File: src/cpuPkg.sv
`default_nettype none

package cpuPkg;

  // Datapath sizing
  localparam int dataWidth = 16;
  localparam int imemAddrWidth = 8;

  // Opcode field, instr[15:12]
  typedef enum logic [3:0] {
    ADD    = 4'b0000,
    SUB    = 4'b0001,
    RED    = 4'b0010,
    XOR    = 4'b0011,
    SLL    = 4'b0100,
    SRA    = 4'b0101,
    ROR    = 4'b0110,
    PADDSB = 4'b0111,
    LW     = 4'b1000,
    SW     = 4'b1001,
    LHB    = 4'b1010,
    LLB    = 4'b1011,
    B      = 4'b1100,
    BR     = 4'b1101,
    PCS    = 4'b1110,
    HLT    = 4'b1111
  } opcodeE;

  // Which immediate field the instruction carries
  typedef enum logic [1:0] {
    imm4 = 2'b00,
    imm8 = 2'b01,
    imm9 = 2'b10
  } immSizeE;

  // Branch condition, instr[11:9]
  typedef enum logic [2:0] {
    NE = 3'b000,
    EQ = 3'b001,
    GT = 3'b010,
    LT = 3'b011,
    GE = 3'b100,
    LE = 3'b101,
    OV = 3'b110,
    AL = 3'b111
  } condE;

  typedef struct packed {
    logic z;
    logic v;
    logic n;
  } flagsT;

  // Decoded control word
  typedef struct packed {
    logic    regDest;
    logic    readDest;
    logic    regWrite;
    logic    memRead;
    logic    memWrite;
    logic    memToReg;
    logic    aluSrc;
    opcodeE  aluOp;
    immSizeE immSize;
    logic    branch;
    logic    branchSrc;
    logic    pcSave;
    logic    halt;
    logic    setZ;
    logic    setV;
    logic    setN;
  } ctrlT;

endpackage

`default_nettype wire

File: src/control.sv
`default_nettype none

module control import cpuPkg::*; (
  input  opcodeE op,
  output ctrlT   ctrl
);

  // Slot layout from the top nibble down
  //   arith  op rd rs rt
  //   shift  op rd rs imm4
  //   lw/sw  op rt rs off4
  //   lhb    op rd imm8
  //   b      op cond+imm9
  //   br     op cond rs x
  //   pcs    op rd x x

  always_comb begin
    ctrl = '0;
    ctrl.aluOp = op;
    // Branch offset is the default immediate
    ctrl.immSize = imm9;
    // Opcodes 0-7 all write rd
    ctrl.regWrite = !op[3];
    case (op)
      ADD, SUB: begin
        ctrl.setZ = 1'b1;
        ctrl.setV = 1'b1;
        ctrl.setN = 1'b1;
      end
      XOR: ctrl.setZ = 1'b1;
      SLL, SRA, ROR: begin
        // Shift amount from slot 3
        ctrl.aluSrc = 1'b1;
        ctrl.immSize = imm4;
        ctrl.setZ = 1'b1;
      end
      LW: begin
        ctrl.regWrite = 1'b1;
        ctrl.memRead = 1'b1;
        ctrl.memToReg = 1'b1;
        ctrl.aluSrc = 1'b1;
        ctrl.immSize = imm4;
      end
      SW: begin
        // Store data register sits in slot 1
        ctrl.regDest = 1'b1;
        ctrl.memWrite = 1'b1;
        ctrl.aluSrc = 1'b1;
        ctrl.immSize = imm4;
      end
      LHB, LLB: begin
        // rd is also the source for byte merge
        ctrl.readDest = 1'b1;
        ctrl.regWrite = 1'b1;
        ctrl.aluSrc = 1'b1;
        ctrl.immSize = imm8;
      end
      B: ctrl.branch = 1'b1;
      BR: begin
        ctrl.branch = 1'b1;
        ctrl.branchSrc = 1'b1;
      end
      PCS: begin
        ctrl.regWrite = 1'b1;
        ctrl.pcSave = 1'b1;
      end
      HLT: ctrl.halt = 1'b1;
      default: ;
    endcase
  end

endmodule

`default_nettype wire

File: config.mk
export PLATFORM = sky130hd
export DESIGN_NAME = control
export DESIGN_NICKNAME = d
export VERILOG_FILES = /design/src/cpuPkg.sv /design/src/control.sv
export SDC_FILE = /design/constraint.sdc
export NUM_CORES = 1
export LEC_CHECK = 0
export BUFFER_PORTS_ARGS = -buffer_cell sky130_fd_sc_hd__buf_2
export CAP_MARGIN = 20
export CORE_AREA = 3 3 40 42
export DETAILED_ROUTE_END_ITERATION = 8
export DIE_AREA = 0 0 43 45
export GPL_TIMING_DRIVEN = 0
export PLACE_DENSITY_LB_ADDON = 0.12
export SYNTH_ARGS = -nofsm -noshare
export SYNTH_HDL_FRONTEND = slang
export SYNTH_SLANG_ARGS = --single-unit
File: constraint.sdc
create_clock -name vclk -period 3.5
set_input_delay 1.05 -clock vclk [all_inputs]
set_output_delay 1.05 -clock vclk [all_outputs]
set_load 0.005 [all_outputs]
# After elaboration in Yosys (flattened, before gate mapping)
# Cells that the tools add are included.
[totals]
romBits = 0
latch_bits = 0
reg_bits = 0
ram_bits = 0
mem_count = 0
output_inout_bits = 20
[classes]
eq_ne = 13
div_mod_pow = 0
mul = 0
reduce_logical = 9
magnitude_cmp = 0
n_bitwise = 0
add_sub_neg = 0
n_shift = 0
mux = 12
[ops]
columns = ["operator", "count"]
rows = [
  ["$eq 4x4->1 const B", 8],
  ["$eq 4x3->1 const B", 3],
  ["$mux 1", 10],
  ["$reduce_or 7->1", 1],
  ["$reduce_or 2->1", 3],
  ["$reduce_or 6->1", 1],
  ["$reduce_or 5->1", 1],
  ["$eq 4x1->1 const B", 1],
  ["$eq 4x2->1 const B", 1],
  ["$logic_not 4->1", 1],
  ["$pmux 2 s2", 1],
  ["$reduce_or 4->1", 1],
  ["$mux 2", 1],
  ["$logic_not 1->1", 1],
]

# Longest topological paths before layout
# Gate-level depths: netlist of run 1.
[logic_depth]
depth_word = 3
ltp_mapped = 4
mapped_depth_nobuf = 3

# Least setup slack after synthesis of run 1
# Ideal clock, no wire load.
[synth_path]
kind = "input-to-output"
from = "input op[1]"
to = "output ctrl[1] (netlist name)"
cell_stages = 3
n_path_buf = 2
arrival_time_ns = 1.634
setup_slack_ns = 0.816
required_time_ns = 2.450
cell_sequence = "buf_2 -> nor3_1 -> buf_4"
[synth_lines]
columns = ["element", "line", "text"]
rows = [
  ["start: declaration", "control.sv:4", "input opcodeE op,"],
  ["end: declaration", "control.sv:5", "output ctrlT ctrl"],
]

==> parameters.txt, run 1 <==
Parameter                              Value

Run status
  Outcome ... finished clean

Drt
  Total vias in the final route ... between 200 and 250
  Final wirelength ... between 500 and 600 um
  Number of nets still failing antenna checks after routing ... 0
  Vias per std cell ... about 3.5
  Routed wire length per instance ... a little over 8 um
  Remaining DRCs ... 0
  First-pass iteration count of the detailed router ... 2
  Number of DRC markers in iteration 0 ... 1

Min path
  Class of the tightest hold or removal check ... primary input to output port
  Worst hold path endpoint ... ctrl[10]
  WHS Path Cells ... 2
  Worst hold start ... op[1]

Floorplan
  Vertical extent of the die ... approximately 45 um
  Area of the die ... 1935 um^2
  Placeable Area ... between 1000 and 1500 um^2
  Total I/O pin count ... 24
  Effective utilization at floorplan ... 0.1422
  FP Rows ... 13
  DIE WIDTH ... roughly 43 um

Worst setup path
  Critical path start-end classification ... primary input to output port
  Slowest cell delay on critical path ... between 0.15 and 0.2 ns
  Critical path's slowest cell ... nor3_1
  Cell family contributing the most delay on the critical path ... buffers and inverters
  Largest fanout of any net on the critical path ... 7
  Crit path buffers/inverters ... 4
  Most common cell type on the critical path ... buf_2
  Critical Path Start Type ... primary input
  CP required ... roughly 2.5 ns
  Kind of end point of the critical path ... output port
  Worst path arrival time ... ~1.8 ns
  Cells along the critical path ... buf_2 > inv_1 > nand2_1 > nor3_1 > buf_4 > buf_2

GRT
  Global Route met2 Usage ... 0.08982
  Number of antenna violations at the first check in global routing ... 0
  Via count of the first global-routing pass ... 212
  Total grt overflow ... 0
  Met3 global-route usage ... 0.007968
  GRT met1 Usage ... 0.09048
  Most used routing layer in global routing ... met1
  Pin count of the biggest net entering global routing ... 11
  Wire length of the first global-routing pass ... roughly 950 um
  GRT Util Overall ... 0.05804

Power
  Maximum ir drop on the vdd rail ... between 0.02 and 0.03 mV
  PD cells ... ~100 nW/um^2
  Leakage ... about 0.2 nW
  Total Power Consumption ... around 0.033 mW

Logic synthesis
  Fraction of the yosys area taken by sequential cells ... 0
  Cell type with the largest total area after synthesis ... buf_4
  Synth top area cells ... buf_4 (33%), nor2_1 (14%), a211oi_2 (6.8%), a21oi_1 (5.5%), nor3_1 (5.5%)
  Count of warnings emitted by yosys ... 0
  Proportion of netlist area held by the largest area contributor ... 0.3288
  Adder and majority gate portion of the synthesized area ... 0
  Mapped Cells ... 32
  Distinct cells, synth ... 15
  Simple-Gate Fraction of Synth Area ... 0.4041
  Combinational family with the most area after synthesis ... simple AND/OR/NAND/NOR gates
  Top cell types by occurrence after synthesis ... buf_4 (8), nor2_1 (7)
  Mux contribution to synthesized area ... 0
  Post-Synthesis Mean Instance Area ... around 5.7 um^2
  Nets in the synthesized netlist ... 36
  Most used standard cell by instance count after synthesis ... buf_4
  Synth Area in XOR/XNOR ... 0.04795
  Summed instance area of the synthesized netlist ... around 180 um^2
  Compound-gate portion of the synthesized area ... 0.1507

Finish
  Fraction of layout cells with a size suffix above 1 ... 0.6000
  Sequential cell count of the final layout ... 0
  Final net count ... 61
  Area delta synth->final ... 73.29%
  Layout Utilization ... 0.2463
  Diode insertion count for antenna repair ... 0
  Register cell area after layout ... 0 um^2
  # clk buffers ... 0

STA
  Transition time at the pin with the least slew margin ... around 0.22 ns
  Post-Route Setup TNS ... 0 ns
  Maximum clock frequency ... between 300 and 400 MHz
  Slew Viols, Final ... 0
  RSZ-0062 raised after global routing ... false
  Slew Limit Headroom ... 0.8532
  Final setup vio count ... 0
  Period utilization ... 0.8262
  Number of hold-slack violations in the final timing report ... 0
  Min Tclk post-route ... between 2 and 3 ns

Clock tree
  Number of buffers inserted to repair setup after CTS ... 0
  CTS Hold Bufs ... 0
  Number of gates resized after cts ... 0

Place
  Total of buffers placed on input and output ports ... 23
  GPL Wtd Cong ... ~0.61
  Detailed Place HPWL ... about 490 um

Job
  Max-cap violation count ... 0
-- placed cells by master, fill, tap and decap left out --
cell type  netlist  routed
a211oi_2         1       1
a21oi_1          2       2
and2_1           1       1
buf_2            1      24
buf_4            8       8
inv_1            2       2
nand2_1          2       2
nand2b_1         1       1
nand3_1          1       1
nor2_1           7       7
nor2b_1          1       1
nor3_1           2       2
o21ai_0          1       1
or2_1            1       1
xnor2_1          1       1
-- kinds of logic (layout without fill, tap and decap cells) --
logic type / Yosys count / in the layout
and+or+nand+nor: 16 / 16
buffers and inverters: 11 / 34
AOI/OAI and AO/OA: 4 / 4
xor gates and xnor gates: 1 / 1
-- per-stage QoR --
step | worst slack [ns] | hold WS [ns] | cell area [um^2] | instances
2_1_floorplan | 0.8163 | 2.128 | 182.7 | 32
3_3_place_gp | 0.5909 | 2.268 | 316.6 | 70
3_5_place_dp | 0.5859 | 2.268 | 316.6 | 70
4_1_cts | 0.5847 | 2.269 | 316.6 | 70
5_1_grt | 0.4848 | 2.270 | 316.6 | 70
6_report | 0.6084 | 2.268 | 316.6 | 70
-- where the power goes --
part	internal [mW]	leakage [nW]	switching, mW
Sequential	0	0	0
Clock	0	0	0
Combinational	0.0170	0.201	0.0156
-- final cells by class --
type | count | area (um^2)
timing repair buffer | 23 | 115.1
buffer | 9 | 65.06
tap | 15 | 18.77
fill | 165 | 968.4
inverter | 2 | 7.507
multi-input combinational | 21 | 110.1
-- routing by layer --
| metal | wire length (um) | up-vias |
|---|---|---|
| li1 | - | 139 |
| met1 | 257 | 94 |
| met2 | 240 | 14 |
| met3 | 73 | 0 |
| met4 | 0 | 0 |
| met5 | 0 | - |
-- worst max path at each step --
stage | slack, ns | end | from | depth (start not counted)
floorplan | 0.82 | ctrl[1] | op[1] | 3
global placement | 0.59 | ctrl[16] | op[2] | 6
detailed placement | 0.59 | ctrl[16] | op[2] | 6
CTS | 0.58 | ctrl[16] | op[2] | 6
global route | 0.48 | ctrl[16] | op[2] | 6
finish | 0.61 | ctrl[16] | op[2] | 6
(Power assumes the default switching activity.)
==> run 2, diff against run 1 <==
Settings changed: ABC_AREA set to 1.
Clock period 3.5 ns to 3 ns, I/O delays scaled along.
==> run 2 against run 1 <==
  * Final area unchanged
  * Via count grew 11%
  * Power rose by 14%
  * Clock-buffer cell count unchanged
  * Critical path depth unchanged
  * Setup slack worse by 0.098 ns
  * Critical path type unchanged
==> parameters.txt, run 2 <==
Parameter                              Value

Run status
  Outcome ... finished clean

Finish
  Register cell area after layout ... 0 um^2
  Area delta synth->final ... 78.17%
  Fraction of layout cells with a size suffix above 1 ... 0.5738
  Highest-count cells in the layout ignoring fill and taps ... buf_2 (24), nor2_1 (9), nand2_1 (8), buf_4 (8), inv_1 (6)
  Most frequent standard cell in the layout excluding fill and tap cells ... buf_2
  Number of fill cells in the layout ... 161
  Diode insertion count for antenna repair ... 0
  Final net count ... 67
  Sequential cell count of the final layout ... 0
  # clk buffers ... 0

GRT
  Via count of the first global-routing pass ... around 240
  Total grt overflow ... 0
  Wire length of the first global-routing pass ... 917 um
  Pin count of the biggest net entering global routing ... 8
  GRT Util Overall ... 0.05638
  Number of antenna violations at the first check in global routing ... 0

STA
  Slew Limit Headroom ... 0.9125
  Period utilization ... 0.8299
  Slew Viols, Final ... 0
  Final setup vio count ... 0
  Maximum clock frequency ... about 400 MHz
  Min Tclk post-route ... around 2.5 ns
  Post-Route Setup TNS ... 0 ns
  Transition time at the pin with the least slew margin ... between 0.1 and 0.15 ns
  RSZ-0062 raised after global routing ... false
  Number of hold-slack violations in the final timing report ... 0
  Worst Setup Slack, final ... 0.5102 ns

Logic synthesis
  Cell type with the largest total area after synthesis ... buf_4
  Most used standard cell by instance count after synthesis ... nor2_1
  Summed instance area of the synthesized netlist ... around 180 um^2
  Count of warnings emitted by yosys ... 0
  Proportion of netlist area held by the largest area contributor ... 0.3380
  Fraction of the yosys area taken by sequential cells ... 0
  Post-Synthesis Mean Instance Area ... around 4.8 um^2
  Synth top area cells ... buf_4 (34%), nor2_1 (19%), nand2_1 (17%), inv_1 (13%), nand2_2 (3.5%)
  Distinct cells, synth ... 10
  Top cell types by occurrence after synthesis ... nor2_1 (9), buf_4 (8), nand2_1 (8), inv_1 (6)
  Mapped Cells ... 37
  Nets in the synthesized netlist ... 41

Clock tree
  Number of gates resized after cts ... 0
  CTS Hold Bufs ... 0
  Number of buffers inserted to repair setup after CTS ... 0

Power
  PD cells ... between 100 and 150 nW/um^2
  Leakage ... between 0.2 and 0.25 nW
  Total Power Consumption ... around 0.037 mW
  Maximum ir drop on the vdd rail ... between 0.03 and 0.04 mV

Worst setup path
  CP required ... 2.10 ns
  Most common cell type on the critical path ... buf_2
  Critical Path Start Type ... primary input
  Worst path arrival time ... approximately 1.6 ns
  Critical path start-end classification ... primary input to output port
  Slowest cell delay on critical path ... 0.15 ns
  Cells along the critical path ... buf_2 > inv_1 > nand2_1 > nor2_1 > buf_4 > buf_2
  Critical Path Source ... op[2]
  Kind of end point of the critical path ... output port
  Critical path's slowest cell ... nor2_1
  Largest fanout of any net on the critical path ... 4

Min path
  Class of the tightest hold or removal check ... primary input to output port
  Worst hold path endpoint ... ctrl[11]
  Worst hold start ... op[2]
  WHS Path Cells ... 3

Drt
  Final wirelength ... 567 um
  Routed wire length per instance ... about 7.5 um
  Total vias in the final route ... 273
  Number of nets still failing antenna checks after routing ... 0
  Number of DRC markers in iteration 0 ... 1
  Vias per std cell ... between 3 and 4
  First-pass iteration count of the detailed router ... 2
  Remaining DRCs ... 0

Place
  Detailed Place HPWL ... just over 500 um
  GPL Wtd Cong ... ~0.67
  Post-placement setup slack ... approximately 0.50 ns
  Total of buffers placed on input and output ports ... 24

Floorplan
  Total I/O pin count ... 24
  Placeable Area ... 1285 um^2
  Vertical extent of the die ... approximately 45 um
  DIE WIDTH ... 43 um
  Effective utilization at floorplan ... 0.1383
  Area of the die ... about 1900 um^2
  FP Rows ... 13

Job
  Max-cap violation count ... 0
## run 2: changes by cell type after synthesis, sizes merged, moves of 2 or more
cell,before,now
nor2,7,10
nand2,2,9
nor3,2,0
inv,2,7
## run 2: critical path: cells and delay by family
family	cells	cell delay [ns]
buf+inv	4	0.43
simple gates	2	0.26
## run 2: final cells by class
type / instances / area, um^2 / area share
repair buffers: 24 / 120.1 / 0.3794
plain buffers: 8 / 60.06 / 0.1897
inverters: 7 / 26.28 / 0.08300
multi-input cells: 22 / 91.34 / 0.2885
well taps: 15 / 18.77 / 0.05929
## run 2: logic make-up after synthesis
logic type,Yosys count,share of synthesized area
simple gates,20,0.4578
buf+inv,15,0.4859
compound gates,2,0.05628
## run 2: routing by layer
metal  wire, um  vias to the layer above  GRT usage  share of wire
met4          0                        0          0              0
met3         76                        0    0.01195           0.13
li1           -                      147          -              -
met1        239                      112    0.06667           0.42
met2        251                       14     0.1108           0.44
met5          0                        -          0              0
## run 2: report_power, final
group          switching [mW]  internal [mW]
Sequential                  0              0
Clock                       0              0
Combinational          0.0182         0.0188
Total                  0.0182         0.0188
## run 2: worst max-delay path by stage
stage	end	slack (ns)	cells past startpoint
after floorplan	ctrl[19]	0.74	4
after global placement	ctrl[19]	0.51	6
after detailed placement	ctrl[19]	0.50	6
after CTS	ctrl[19]	0.50	6
after global routing	ctrl[19]	0.41	6
final	ctrl[19]	0.51	6
## run 2: metrics by stage
step                      std cells  hold slack, ns  utilization  instance area [um^2]
after floorplan                  37           1.831            -                 177.7
after global placement           76           2.106       0.2463                 316.6
after detailed placement         76           2.102       0.2463                 316.6
after CTS                        76           2.104       0.2463                 316.6
after global routing             76           2.127       0.2463                 316.6
final                            76           2.100       0.2463                 316.6
